==> src/hl2_pkg.sv <==
// Hermes-Lite 2 shared definitions
// Host register addresses, timing and level constants, and the packed
// structs that carry commands and samples between the core blocks
`default_nettype none

package hl2_pkg;

  // Host register addresses
  localparam logic [5:0] ADDR_TR     = 6'h00;
  localparam logic [5:0] ADDR_CONFIG = 6'h09;
  localparam logic [5:0] ADDR_HANG   = 6'h11;
  localparam logic [5:0] ADDR_AD9866 = 6'h3B;

  // Cycles from T/R relay closed to TX enabled
  localparam int TX_DELAY = 8;
  // Clock cycles per half period of the AD9866 serial clock
  localparam int SPI_HALF = 2;
  // Cycles an overload LED stays lit after its last trigger
  localparam int LED_HOLD = 256;
  // Magnitude thresholds for the 12-bit ADC
  localparam int ADC_75   = 1536;
  localparam int ADC_FULL = 2047;

  typedef struct packed {
    logic        valid;
    logic [5:0]  addr;
    logic [31:0] data;
  } host_cmd_t;

  typedef struct packed {
    logic        mox;
    logic        pa_enable;
    logic [15:0] hang;
  } tr_cfg_t;

  typedef struct packed {
    logic       start;
    logic [5:0] addr;
    logic [7:0] data;
  } spi_req_t;

  typedef struct packed {
    logic               valid;
    logic signed [11:0] sample;
  } adc_sample_t;

endpackage

`default_nettype wire

==> src/cmd_regs.sv <==
// Host command register file
// Decodes host command words into the T/R configuration, the AD9866
// reset line and single-cycle AD9866 SPI write requests
`default_nettype none

module cmd_regs import hl2_pkg::*; (
  input  logic      clk_ad9866,
  input  logic      reset,
  input  host_cmd_t host_cmd,
  input  logic      spi_busy,
  output tr_cfg_t   tr_cfg,
  output spi_req_t  spi_req,
  output logic      rffe_ad9866_rst_n
);

  logic        mox_q;
  logic        pa_enable_q;
  logic        ad9866_reset_q;
  logic [15:0] hang_q;
  logic        start_q;
  logic [5:0]  spi_addr_q;
  logic [7:0]  spi_data_q;
  logic        wr_ad9866;

  // A write to the AD9866 address is only taken when the SPI writer is idle
  assign wr_ad9866 = host_cmd.valid && (host_cmd.addr == ADDR_AD9866) && !spi_busy;

  always_ff @(posedge clk_ad9866) begin
    if (reset) begin
      mox_q          <= 1'b0;
      pa_enable_q    <= 1'b0;
      ad9866_reset_q <= 1'b0;
      hang_q         <= 16'd0;
      start_q        <= 1'b0;
    end else begin
      start_q <= wr_ad9866;
      if (host_cmd.valid) begin
        case (host_cmd.addr)
          ADDR_TR:     mox_q <= host_cmd.data[0];
          ADDR_CONFIG: begin
            pa_enable_q    <= host_cmd.data[0];
            ad9866_reset_q <= host_cmd.data[1];
          end
          ADDR_HANG:   hang_q <= host_cmd.data[15:0];
          default:     ;
        endcase
      end
    end
  end

  // Register address and data captured with the accepted write
  always_ff @(posedge clk_ad9866) begin
    if (wr_ad9866) begin
      spi_addr_q <= host_cmd.data[13:8];
      spi_data_q <= host_cmd.data[7:0];
    end
  end

  assign tr_cfg            = '{mox: mox_q, pa_enable: pa_enable_q, hang: hang_q};
  assign spi_req           = '{start: start_q, addr: spi_addr_q, data: spi_data_q};
  assign rffe_ad9866_rst_n = ~ad9866_reset_q;

  // Busy from the SPI writer covers the start cycle, so back-to-back writes collapse
  a_start_single: assert property (@(posedge clk_ad9866) disable iff (reset)
    spi_req.start |=> !spi_req.start);

endmodule

`default_nettype wire

==> src/tr_sequencer.sv <==
// Transmit/receive sequencer
// Combines host MOX and the CW key into a transmit request, closes the
// T/R relay first, enables TX and the PA after a fixed delay, and holds
// the relay closed for a programmable hang time after key up
`default_nettype none

module tr_sequencer import hl2_pkg::*; (
  input  logic    clk_ad9866,
  input  logic    reset,
  input  tr_cfg_t tr_cfg,
  input  logic    io_phone_tip,
  input  logic    io_tx_inhibit,
  output logic    pa_inttr,
  output logic    pwr_envbias,
  output logic    rffe_rfsw_sel,
  output logic    rffe_ad9866_txquiet_n,
  output logic    io_led_tx
);

  typedef enum logic [1:0] {RX, KEYDOWN_DELAY, TX, HANG} tr_state_t;

  tr_state_t   state;
  tr_state_t   state_next;
  logic [15:0] count;
  logic [15:0] count_next;
  logic [1:0]  key_sync;
  logic [1:0]  inhibit_sync;
  logic        tx_req;

  // Both pins are asynchronous to the AD9866 clock
  always_ff @(posedge clk_ad9866) begin
    if (reset) begin
      key_sync     <= 2'b11;
      inhibit_sync <= 2'b00;
    end else begin
      key_sync     <= {key_sync[0], io_phone_tip};
      inhibit_sync <= {inhibit_sync[0], io_tx_inhibit};
    end
  end

  assign tx_req = (tr_cfg.mox | ~key_sync[1]) & ~inhibit_sync[1];

  // One down-counter serves the keydown delay and the hang time
  always_comb begin
    state_next = state;
    count_next = count;
    case (state)
      RX: if (tx_req) begin
        state_next = KEYDOWN_DELAY;
        count_next = 16'(TX_DELAY - 1);
      end
      KEYDOWN_DELAY: if (count == 16'd0) state_next = TX;
                     else count_next = count - 16'd1;
      TX: if (!tx_req) begin
        if (tr_cfg.hang == 16'd0) begin
          state_next = RX;
        end else begin
          state_next = HANG;
          count_next = tr_cfg.hang - 16'd1;
        end
      end
      HANG: if (tx_req) state_next = TX;
            else if (count == 16'd0) state_next = RX;
            else count_next = count - 16'd1;
      default: state_next = RX;
    endcase
    if (inhibit_sync[1]) state_next = RX;
  end

  always_ff @(posedge clk_ad9866) begin
    if (reset) begin
      state                 <= RX;
      count                 <= 16'd0;
      pa_inttr              <= 1'b0;
      rffe_rfsw_sel         <= 1'b0;
      rffe_ad9866_txquiet_n <= 1'b0;
      io_led_tx             <= 1'b0;
      pwr_envbias           <= 1'b0;
    end else begin
      state                 <= state_next;
      count                 <= count_next;
      pa_inttr              <= (state_next != RX);
      rffe_rfsw_sel         <= (state_next != RX);
      rffe_ad9866_txquiet_n <= (state_next == TX);
      io_led_tx             <= (state_next == TX);
      pwr_envbias           <= (state_next == TX) && tr_cfg.pa_enable;
    end
  end

  // The relay must be closed for the whole keydown delay before the PA or TX comes on
  a_pa_needs_tr: assert property (@(posedge clk_ad9866) disable iff (reset)
    pwr_envbias |-> $past(pa_inttr, TX_DELAY));
  a_tx_needs_sw: assert property (@(posedge clk_ad9866) disable iff (reset)
    rffe_ad9866_txquiet_n |-> $past(rffe_rfsw_sel, TX_DELAY));

endmodule

`default_nettype wire

==> src/ad9866_spi.sv <==
// AD9866 SPI register writer
// Sends one 16-bit write frame per start pulse, MSB first, with a write
// bit and a reserved bit ahead of the 6-bit address and 8-bit data.
// Data changes while sclk is low and sclk rises in the middle of each bit
`default_nettype none

module ad9866_spi import hl2_pkg::*; (
  input  logic     clk_ad9866,
  input  logic     reset,
  input  spi_req_t spi_req,
  output logic     spi_busy,
  output logic     rffe_ad9866_sen_n,
  output logic     rffe_ad9866_sclk,
  output logic     rffe_ad9866_sdio
);

  logic        active;
  logic [3:0]  half_cnt;
  logic [4:0]  bit_cnt;
  logic [15:0] shreg;
  logic [15:0] frame;

  assign frame    = {1'b0, 1'b0, spi_req.addr, spi_req.data};
  assign spi_busy = spi_req.start | active;

  always_ff @(posedge clk_ad9866) begin
    if (reset) begin
      active            <= 1'b0;
      half_cnt          <= 4'd0;
      bit_cnt           <= 5'd0;
      rffe_ad9866_sen_n <= 1'b1;
      rffe_ad9866_sclk  <= 1'b0;
      rffe_ad9866_sdio  <= 1'b0;
    end else if (spi_req.start) begin
      active            <= 1'b1;
      half_cnt          <= 4'd0;
      bit_cnt           <= 5'd0;
      rffe_ad9866_sen_n <= 1'b0;
      rffe_ad9866_sclk  <= 1'b0;
      rffe_ad9866_sdio  <= frame[15];
    end else if (active) begin
      if (bit_cnt == 5'd16) begin
        // One idle cycle after the last falling edge before deselect
        active            <= 1'b0;
        rffe_ad9866_sen_n <= 1'b1;
        rffe_ad9866_sdio  <= 1'b0;
      end else if (half_cnt == 4'(SPI_HALF - 1)) begin
        half_cnt         <= 4'd0;
        rffe_ad9866_sclk <= ~rffe_ad9866_sclk;
        if (rffe_ad9866_sclk) begin
          bit_cnt          <= bit_cnt + 5'd1;
          rffe_ad9866_sdio <= shreg[14];
        end
      end else begin
        half_cnt <= half_cnt + 4'd1;
      end
    end
  end

  // Shift register advances on each falling sclk edge
  always_ff @(posedge clk_ad9866) begin
    if (spi_req.start) begin
      shreg <= frame;
    end else if (active && half_cnt == 4'(SPI_HALF - 1) && rffe_ad9866_sclk) begin
      shreg <= {shreg[14:0], 1'b0};
    end
  end

  // The register file must hold off new writes while a frame is on the wire
  a_no_start_busy: assert property (@(posedge clk_ad9866) disable iff (reset)
    spi_req.start |-> !active);

endmodule

`default_nettype wire

==> src/adc_overload.sv <==
// ADC overload detector
// Pairs the two 6-bit AD9866 receive nibbles into 12-bit samples and
// lights the 75% and full-scale LEDs, each held for a fixed time after
// the last sample that crossed its level
`default_nettype none

module adc_overload import hl2_pkg::*; (
  input  logic       clk_ad9866,
  input  logic       reset,
  input  logic [5:0] rffe_ad9866_rx,
  input  logic       rffe_ad9866_rxsync,
  output logic       io_led_adc75,
  output logic       io_led_adc100
);

  adc_sample_t sample;
  logic [5:0]  rx_hi;
  logic        hi_valid;
  logic [11:0] mag;
  logic [8:0]  cnt75;
  logic [8:0]  cnt100;

  // The rxsync cycle carries the upper half of the sample
  always_ff @(posedge clk_ad9866) begin
    if (reset) begin
      hi_valid     <= 1'b0;
      sample.valid <= 1'b0;
    end else begin
      sample.valid <= 1'b0;
      if (rffe_ad9866_rxsync) begin
        rx_hi    <= rffe_ad9866_rx;
        hi_valid <= 1'b1;
      end else if (hi_valid) begin
        sample.valid  <= 1'b1;
        sample.sample <= {rx_hi, rffe_ad9866_rx};
        hi_valid      <= 1'b0;
      end
    end
  end

  // Negating -2048 wraps to 12'h800, which reads as 2048 unsigned
  assign mag = sample.sample[11] ? 12'(-sample.sample) : 12'(sample.sample);

  always_ff @(posedge clk_ad9866) begin
    if (reset) begin
      cnt75  <= 9'd0;
      cnt100 <= 9'd0;
    end else begin
      if (sample.valid && mag >= 12'(ADC_75)) cnt75 <= 9'(LED_HOLD);
      else if (cnt75 != 9'd0) cnt75 <= cnt75 - 9'd1;
      if (sample.valid && (sample.sample == 12'(ADC_FULL) ||
                           sample.sample == 12'(-ADC_FULL - 1))) cnt100 <= 9'(LED_HOLD);
      else if (cnt100 != 9'd0) cnt100 <= cnt100 - 9'd1;
    end
  end

  assign io_led_adc75  = (cnt75 != 9'd0);
  assign io_led_adc100 = (cnt100 != 9'd0);

endmodule

`default_nettype wire

==> src/hermeslite_core.sv <==
// Hermes-Lite 2 core
// Host command registers, T/R sequencing, AD9866 configuration over SPI
// and ADC overload indication, all on the AD9866 clock
`default_nettype none

module hermeslite_core import hl2_pkg::*; (
  input  logic       clk_ad9866,
  input  logic       reset,
  input  host_cmd_t  host_cmd,
  input  logic [5:0] rffe_ad9866_rx,
  input  logic       rffe_ad9866_rxsync,
  input  logic       io_tx_inhibit,
  input  logic       io_phone_tip,
  output logic       rffe_ad9866_rst_n,
  output logic       rffe_ad9866_sdio,
  output logic       rffe_ad9866_sclk,
  output logic       rffe_ad9866_sen_n,
  output logic       rffe_ad9866_txquiet_n,
  output logic       rffe_rfsw_sel,
  output logic       io_led_tx,
  output logic       io_led_adc75,
  output logic       io_led_adc100,
  output logic       pa_inttr,
  output logic       pwr_envbias
);

  tr_cfg_t  tr_cfg;
  spi_req_t spi_req;
  logic     spi_busy;

  cmd_regs cmd_regs_i (
    .clk_ad9866       (clk_ad9866       ),
    .reset            (reset            ),
    .host_cmd         (host_cmd         ),
    .spi_busy         (spi_busy         ),
    .tr_cfg           (tr_cfg           ),
    .spi_req          (spi_req          ),
    .rffe_ad9866_rst_n(rffe_ad9866_rst_n)
  );

  tr_sequencer tr_sequencer_i (
    .clk_ad9866           (clk_ad9866           ),
    .reset                (reset                ),
    .tr_cfg               (tr_cfg               ),
    .io_phone_tip         (io_phone_tip         ),
    .io_tx_inhibit        (io_tx_inhibit        ),
    .pa_inttr             (pa_inttr             ),
    .pwr_envbias          (pwr_envbias          ),
    .rffe_rfsw_sel        (rffe_rfsw_sel        ),
    .rffe_ad9866_txquiet_n(rffe_ad9866_txquiet_n),
    .io_led_tx            (io_led_tx            )
  );

  ad9866_spi ad9866_spi_i (
    .clk_ad9866       (clk_ad9866       ),
    .reset            (reset            ),
    .spi_req          (spi_req          ),
    .spi_busy         (spi_busy         ),
    .rffe_ad9866_sen_n(rffe_ad9866_sen_n),
    .rffe_ad9866_sclk (rffe_ad9866_sclk ),
    .rffe_ad9866_sdio (rffe_ad9866_sdio )
  );

  adc_overload adc_overload_i (
    .clk_ad9866        (clk_ad9866        ),
    .reset             (reset             ),
    .rffe_ad9866_rx    (rffe_ad9866_rx    ),
    .rffe_ad9866_rxsync(rffe_ad9866_rxsync),
    .io_led_adc75      (io_led_adc75      ),
    .io_led_adc100     (io_led_adc100     )
  );

endmodule

`default_nettype wire

==> src/hermeslite.sv <==
// Hermes-Lite 2 board top
// Maps the board pin names onto the functional ports of the core
`default_nettype none

module hermeslite import hl2_pkg::*; (
  // RF frontend
  input  logic       rffe_ad9866_clk76p8  ,
  input  logic       reset                ,
  input  host_cmd_t  host_cmd             ,
  input  logic [5:0] rffe_ad9866_rx       ,
  input  logic       rffe_ad9866_rxsync   ,
  output logic       rffe_ad9866_rst_n    ,
  output logic       rffe_ad9866_sdio     ,
  output logic       rffe_ad9866_sclk     ,
  output logic       rffe_ad9866_sen_n    ,
  output logic       rffe_ad9866_txquiet_n,
  output logic       rffe_rfsw_sel        ,
  // IO
  input  logic       io_cn8               ,
  input  logic       io_phone_tip         ,
  output logic       io_led_d3            ,
  output logic       io_led_d4            ,
  output logic       io_led_d5            ,
  // PA
  output logic       pa_tr                ,
  output logic       pa_en
);

  hermeslite_core hermeslite_core_i (
    .clk_ad9866           (rffe_ad9866_clk76p8  ),
    .reset                (reset                ),
    .host_cmd             (host_cmd             ),
    .rffe_ad9866_rx       (rffe_ad9866_rx       ),
    .rffe_ad9866_rxsync   (rffe_ad9866_rxsync   ),
    .io_tx_inhibit        (io_cn8               ),
    .io_phone_tip         (io_phone_tip         ),
    .rffe_ad9866_rst_n    (rffe_ad9866_rst_n    ),
    .rffe_ad9866_sdio     (rffe_ad9866_sdio     ),
    .rffe_ad9866_sclk     (rffe_ad9866_sclk     ),
    .rffe_ad9866_sen_n    (rffe_ad9866_sen_n    ),
    .rffe_ad9866_txquiet_n(rffe_ad9866_txquiet_n),
    .rffe_rfsw_sel        (rffe_rfsw_sel        ),
    .io_led_tx            (io_led_d3            ),
    .io_led_adc75         (io_led_d4            ),
    .io_led_adc100        (io_led_d5            ),
    .pa_inttr             (pa_tr                ),
    .pwr_envbias          (pa_en                )
  );

endmodule

`default_nettype wire

==> config.mk <==
export PLATFORM = sky130hd
export DESIGN_NAME = hermeslite
export DESIGN_NICKNAME = d
export VERILOG_FILES = /design/src/hl2_pkg.sv /design/src/cmd_regs.sv /design/src/tr_sequencer.sv /design/src/ad9866_spi.sv /design/src/adc_overload.sv /design/src/hermeslite_core.sv /design/src/hermeslite.sv
export SDC_FILE = /design/constraint.sdc
export NUM_CORES = 1
export LEC_CHECK = 0
export BUFFER_PORTS_ARGS = -buffer_cell sky130_fd_sc_hd__buf_4
export CAP_MARGIN = 5
export CORE_ASPECT_RATIO = 0.9
export CORE_MARGIN = 4
export CORE_UTILIZATION = 50
export CTS_CLUSTER_DIAMETER = 80
export CTS_CLUSTER_SIZE = 28
export DETAILED_ROUTE_END_ITERATION = 10
export PLACE_DENSITY_LB_ADDON = 0.15
export SLEW_MARGIN = 25
export SYNTH_ARGS = -nofsm -noshare
export SYNTH_HDL_FRONTEND = slang
export SYNTH_SLANG_ARGS = --single-unit
==> constraint.sdc <==
create_clock -name rffe_ad9866_clk76p8 -period 3.9 [get_ports rffe_ad9866_clk76p8]
set_input_delay 0 -clock rffe_ad9866_clk76p8 [delete_from_list [all_inputs] [get_ports rffe_ad9866_clk76p8]]
set_output_delay 0 -clock rffe_ad9866_clk76p8 [all_outputs]
set_load 0.01 [all_outputs]
==> results of run 1 <==
-- Yosys cell counts, types with 5 or more instances --
master and number:
a21oi_1 30, a22o_1 10, clkbuf_1 14, dfxtp_1 79, edfxtp_1 46, ha_1 6, inv_1 10, mux2_2 17
mux2i_1 10, nand2_1 64, nand2b_1 5, nand3_1 11, nand3b_1 5, nand4b_1 7, nor2_1 50, nor2b_1 8
nor3_1 15, nor4_1 13, o21ai_0 13, or2_2 6, or3_1 5, xnor2_1 11, xor2_1 19
-- stage by stage --
step	cells	total power, W	hold slack, ps	util (%)	cell area (µm²)
4_1_cts	746	0.00405	8.17	66.0	6880
2_1_floorplan	525	0.00209	75.8	-	5450
5_1_grt	746	0.00422	50.7	66.2	6900
3_5_place_dp	681	0.00226	187	56.5	5890
3_3_place_gp	681	0.00223	185	56.4	5880
6_report	746	0.00402	29.3	66.2	6900
-- report_power, final --
group | total (W) | switching, W | internal [W]
Clock | 0.00175 | 0.000608 | 0.00115
Sequential | 0.00154 | 0.0000861 | 0.00145
Combinational | 0.000731 | 0.000390 | 0.000341
Total | 0.00402 | 0.00108 | 0.00294
-- routing by layer --
layer | GRT usage (%) | vias to the layer above | share of wire, %
met5 | 0 | - | 0
met2 | 32.8 | 103 | 48
met1 | 23.4 | 1987 | 45
met4 | 7.45 | 0 | 1.5
li1 | - | 2072 | -
met3 | 4.43 | 15 | 5.1
-- cell families (layout without fill, tap and decap cells) --
logic type                 Yosys count  after routing  share of synthesized area, %
AOI/OAI and AO/OA                   90             90                          11.4
xor gates and xnor gates            30             30                          4.82
adders and majority gates            6              6                          1.38
buffers and inverters               33            125                          2.55
DFF                                125            125                          54.4
muxes                               27             27                          5.35
and+or+nand+nor                    214            214                          20.1
-- worst min-delay path by stage --
stage,endpoint,from
floorplan,hermeslite_core_i.adc_overload_i.sample[12],rffe_ad9866_rxsync
global placement,hermeslite_core_i.adc_overload_i.sample[1],rffe_ad9866_rx[1]
detailed placement,hermeslite_core_i.adc_overload_i.sample[5],rffe_ad9866_rx[5]
CTS,hermeslite_core_i.cmd_regs_i.mox_q,host_cmd[35]
global route,hermeslite_core_i.cmd_regs_i.pa_enable_q,reset
finish,hermeslite_core_i.cmd_regs_i.ad9866_reset_q,reset
-- cell type report --
class,instances,area (µm²)
fillers,782,3530
flip-flops and latches,125,2960
multi-input cells,367,2370
repair buffers,81,691
clock buffers,17,425
clock inverters,15,235
well taps,129,161
inverters,12,45.0
-- flip-flops by register name, indices dropped and copies added (netlist names), 2 cells and up --
register / flops
hermeslite_core_i.cmd_regs_i.hang_q: 16
hermeslite_core_i.tr_sequencer_i.count: 16
hermeslite_core_i.ad9866_spi_i.shreg: 15
hermeslite_core_i.adc_overload_i.sample: 13
hermeslite_core_i.adc_overload_i.cnt100: 9
hermeslite_core_i.adc_overload_i.cnt75: 9
hermeslite_core_i.cmd_regs_i.spi_data_q: 8
hermeslite_core_i.adc_overload_i.rx_hi: 6
hermeslite_core_i.cmd_regs_i.spi_addr_q: 6
hermeslite_core_i.ad9866_spi_i.bit_cnt: 5
hermeslite_core_i.ad9866_spi_i.half_cnt: 4
hermeslite_core_i.tr_sequencer_i.inhibit_sync: 2
hermeslite_core_i.tr_sequencer_i.key_sync: 2
hermeslite_core_i.tr_sequencer_i.state: 2
==> flow_summary.ini, run 1 <==
[clocking]
ctsRootBufferMaster = clkbuf_16
cts_htree_levels = 4
post-cts-setup-buffer-count = 0
numCtsBuffers = 17
cts-resized-gates = 0
tritoncts = built
clockBufferDepth = 2
ctsHoldBuffers = 33
clk_latency_ps = 410
cts_sinks = 125
clk_pin_slew_worst_paths_ps = 60

[critical_path]
path_cells = mux2i_1, ha_1, or4bb_1, a222oi_1, nand2_1, or3_1, a32o_1
path_depth = 7
end_kind = register
reg2reg_depth = 7
critical_path_class = reg -> reg
cpLargestDelayFamily = simple AND/OR/NAND/NOR gates
slowest_stage = a222oi_1
critPathBufInv = 0
timing.rr.start = hermeslite_core_i.tr_sequencer_i.state[0]
startpoint_type = register
crit_end = hermeslite_core_i.tr_sequencer_i.count[14]
r2r_slack_ps = 810
critPathRequiredTime_ps = 4200
r2r_end = hermeslite_core_i.tr_sequencer_i.count[14]
startpoint = hermeslite_core_i.tr_sequencer_i.state[0]
critical-path-max-stage-delay_ps = 710
cp.arrival_ps = 3400
cp_max_fo = 5

[timing]
fmax_mhz = 323
min_period_ps = 3090
maxSlewViolCount = 0
rsz0062_at_grt = no
tns_ps = 0
slew_headroom_pct = 49.1
setup_slack_ps = 806
worstMarginPinSlew_ps = 760
fin_crit_sh_pct = 79.3
finClkSkew_ps = 5.01
hold_viol = 0
setup_viol = 0

[synth]
synth_area_per_cell_um2 = 10.4
syn_inst = 525
synth_area_leaders = dfxtp_1 29%, edfxtp_1 25%, nand2_1 4.4%
synth.distinct_cells = 63
yosysTopAreaCellShare_pct = 29.0
synth_seq_cells = 125
synth_seq_area_share_pct = 54.4
yosys.area.top_type = dfxtp_1
synth_nets = 581
netlist_area_mm2 = 0.00545
synthArstFlopShare_pct = 0
synth_edf_count = 46
synthFlopType = dfxtp_1
synth_warnings = 0

[global_routing]
antenna_found_initial = 1
grt_pass1_wl_mm = 19.4
grt_pass1_vias = 4166
grt_overflow_total = 0
grt_usage_pct = 19.1
grt_max_degree = 44

[routing]
wl_per_cell_um = 15.3
vias = 4177
drtAntennaViolNets = 0
dr.pass1.iters = 5
wl_mm = 11.4
drt_iter0_markers = 239
viasPerCell = 5.60
drc_errors = 0

[job]
drv_cap = 0

[placement]
dp_hpwl_mm = 7.53
dp_slack_ps = 890
port_buffers = 44
gp_congestion = 0.894

[floorplanning]
die_y_um = 107
fp.dieW_um = 118
num_rows = 35
die-area_mm2 = 0.0126
start_util_pct = 52.3
pin_count = 61
core_area_mm2 = 0.0104

[worst_hold_path]
holdPathStages = 2
hold_path.class = in -> reg

[final_layout]
drive_gt1_share_pct = 18.0
final_cell_mix = 79 x dfxtp_1, 64 x nand2_1, 50 x nor2_1, 48 x buf_4, 46 x edfxtp_1
fin_nets = 660
area_delta_synth_final_pct = 26.6
insertedDiodeCount = 0
mostFrequentLayoutCell = dfxtp_1

[pwr]
pwr_density_cell_mw_per_mm2 = 583
irDropWorstVdd_uv = 360
p_leak_nw = 2.60

[outcome]
outcome = completed
(Power assumes the default switching activity.)
==> run 2, diff against run 1 <==
clock period = 2.6 ns   (was 3.9 ns; I/O delays follow)
==> run 2 against run 1 <==
Net effect: clock-buffer cell count is the same; core utilization grew 0.64 points; non-clock buffer count grew 18; critical endpoint unchanged; clock skew grew 3.3 ps; register-to-register slack lost 780 ps; first-iteration DRC count shrank 1.7%; via count grew 2.0%; largest cell class unchanged; die area is the same; design area grew 0.96%; critical path type unchanged; critical path depth grew 1.
==> flow_summary.ini, run 2 (synthesis gave the netlist of run 1 again) <==
[outcome]
outcome = completed

[floorplanning]
die-area_mm2 = 0.0126
die_y_um = 107
pin_count = 61
num_rows = 35
start_util_pct = 52.3
fp.dieW_um = 118
core_area_mm2 = 0.0104

[critical_path]
critPathRequiredTime_ps = 2900
cp_max_fo = 5
timing.rr.start = hermeslite_core_i.tr_sequencer_i.state[0]
cp.arrival_ps = 2880
slowest_stage = or4b_4
r2r_slack_ps = 30
startpoint = hermeslite_core_i.tr_sequencer_i.state[0]
startpoint_type = register
r2r_end = hermeslite_core_i.tr_sequencer_i.count[14]
cpLargestDelayFamily = simple AND/OR/NAND/NOR gates
critPathBufInv = 1
end_kind = register
path_cells = mux2i_4, ha_2, or4b_4, a222oi_1, buf_4, nand2_2, or3_4, a32o_1
reg2reg_depth = 8
critical-path-max-stage-delay_ps = 470
critical_path_class = reg -> reg

[placement]
dp_slack_ps = -45.2
gp_congestion = 0.892
port_buffers = 44
dp_hpwl_mm = 8.14
dp.cells = 700

[clocking]
ctsRootBufferMaster = clkbuf_16
clk_pin_slew_worst_paths_ps = 60
clk_latency_ps = 410
clockBufferDepth = 2
numCtsBuffers = 17
cts_sinks = 125
cts_htree_levels = 4
tritoncts = built

[worst_hold_path]
hold_path.class = in -> reg
holdPathEnd = hermeslite_core_i.cmd_regs_i.mox_q
holdCritStartpoint = host_cmd[35]
holdPathStages = 5

[global_routing]
grt_pass1_vias = 4350
antenna_found_initial = 0
grt_usage_pct = 20.1
grt_pass1_wl_mm = 20.3
grt_overflow_total = 0
grt_max_degree = 44

[timing]
maxSlewViolCount = 0
setup_viol = 0
fin_crit_sh_pct = 99.0
fmax_mhz = 388
hold_viol = 0
setup_slack_ps = 25.5
rsz0062_at_grt = yes
worstMarginPinSlew_ps = 943
min_period_ps = 2570
slew_headroom_pct = 37.0
finClkSkew_ps = 8.28

[routing]
wl_mm = 11.9
drtAntennaViolNets = 0
vias = 4261
viasPerCell = 5.58
wl_per_cell_um = 15.6
drt_iter0_markers = 235
drc_errors = 0
dr.pass1.iters = 5

[pwr]
pwr_density_cell_mw_per_mm2 = 836
finalPower_w = 0.00582
irDropWorstVdd_uv = 611
p_leak_nw = 2.67

[final_layout]
drive_gt1_share_pct = 21.4
stdcell_count = 764
final_core_util_pct = 66.8
fin_nets = 678
final_cell_mix = 78 x dfxtp_1, 67 x buf_4, 63 x nand2_1, 50 x nor2_1, 46 x edfxtp_1
n_fill_cell = 814
insertedDiodeCount = 0
reg_top3 = hermeslite_core_i.cmd_regs_i.hang_q: 16 flops, hermeslite_core_i.tr_sequencer_i.count: 16 flops, hermeslite_core_i.ad9866_spi_i.shreg: 15 flops
mostFrequentLayoutCell = dfxtp_1
area_delta_synth_final_pct = 27.8

[job]
drv_cap = 0
-- run 2: how the worst max path moves through the flow --
stage                                            endpoint  slack [ps]  cells after the start
2_1_floorplan  hermeslite_core_i.tr_sequencer_i.count[14]        -450                     11
3_3_place_gp   hermeslite_core_i.tr_sequencer_i.count[14]          10                      8
3_5_place_dp   hermeslite_core_i.tr_sequencer_i.count[14]         -50                      8
4_1_cts        hermeslite_core_i.tr_sequencer_i.count[14]           8                      8
5_1_grt        hermeslite_core_i.tr_sequencer_i.count[14]        -100                      8
6_report       hermeslite_core_i.tr_sequencer_i.count[14]          30                      8
-- run 2: power by group --
part | internal (W) | switching (W)
clock network | 0.00142 | 0.000900
logic | 0.000576 | 0.000606
registers | 0.00218 | 0.000132
-- run 2: worst register-to-register path: cells and delay by family (launching register included) --
kind | cells | cell delay [ps]
buffers and inverters | 1 | 200
AOI/OAI and AO/OA | 2 | 580
adders and majority gates | 1 | 210
and+or+nand+nor | 3 | 850
DFF | 1 | 380
muxes | 1 | 230
-- run 2: per-stage QoR --
stage / hold slack (ps) / TNS [ps] / cell area [µm²]
global placement: 185 / 0 / 6030
detailed placement: 189 / -45.2 / 6030
floorplan: 75.8 / -1130 / 5480
CTS: 3.70 / 0 / 6940
finish: 27.8 / 0 / 6960
global route: 51.3 / -273 / 6960
-- run 2: cell type report --
cell class | count | area, µm² | share of cell area, %
well taps | 129 | 161 | 2.32
inverters | 12 | 45.0 | 0.647
repair buffers | 99 | 825 | 11.8
flip-flops and latches | 125 | 2970 | 42.6
clock inverters | 15 | 160 | 2.30
clock buffers | 17 | 425 | 6.11
multi-input cells | 367 | 2380 | 34.2
-- run 2: per-layer routing --
layer  up-vias  global-route usage [%]  wire [µm]
li1       2109                       -          -
met5         -                       0          0
met2       108                    33.5       5730
met1      2014                    24.4       5270
met3        30                    4.75        638
met4         0                    10.0        270
-- run 2: what timing repair did --
item                                    4_1_cts  5_1_grt
buffers inserted                              1        0
endpoints found under the hold margin        50        0
pin swaps                                     2        3
gates resized for setup                       2        6
endpoints found under the setup margin        1        5
hold buffers                                 31        0
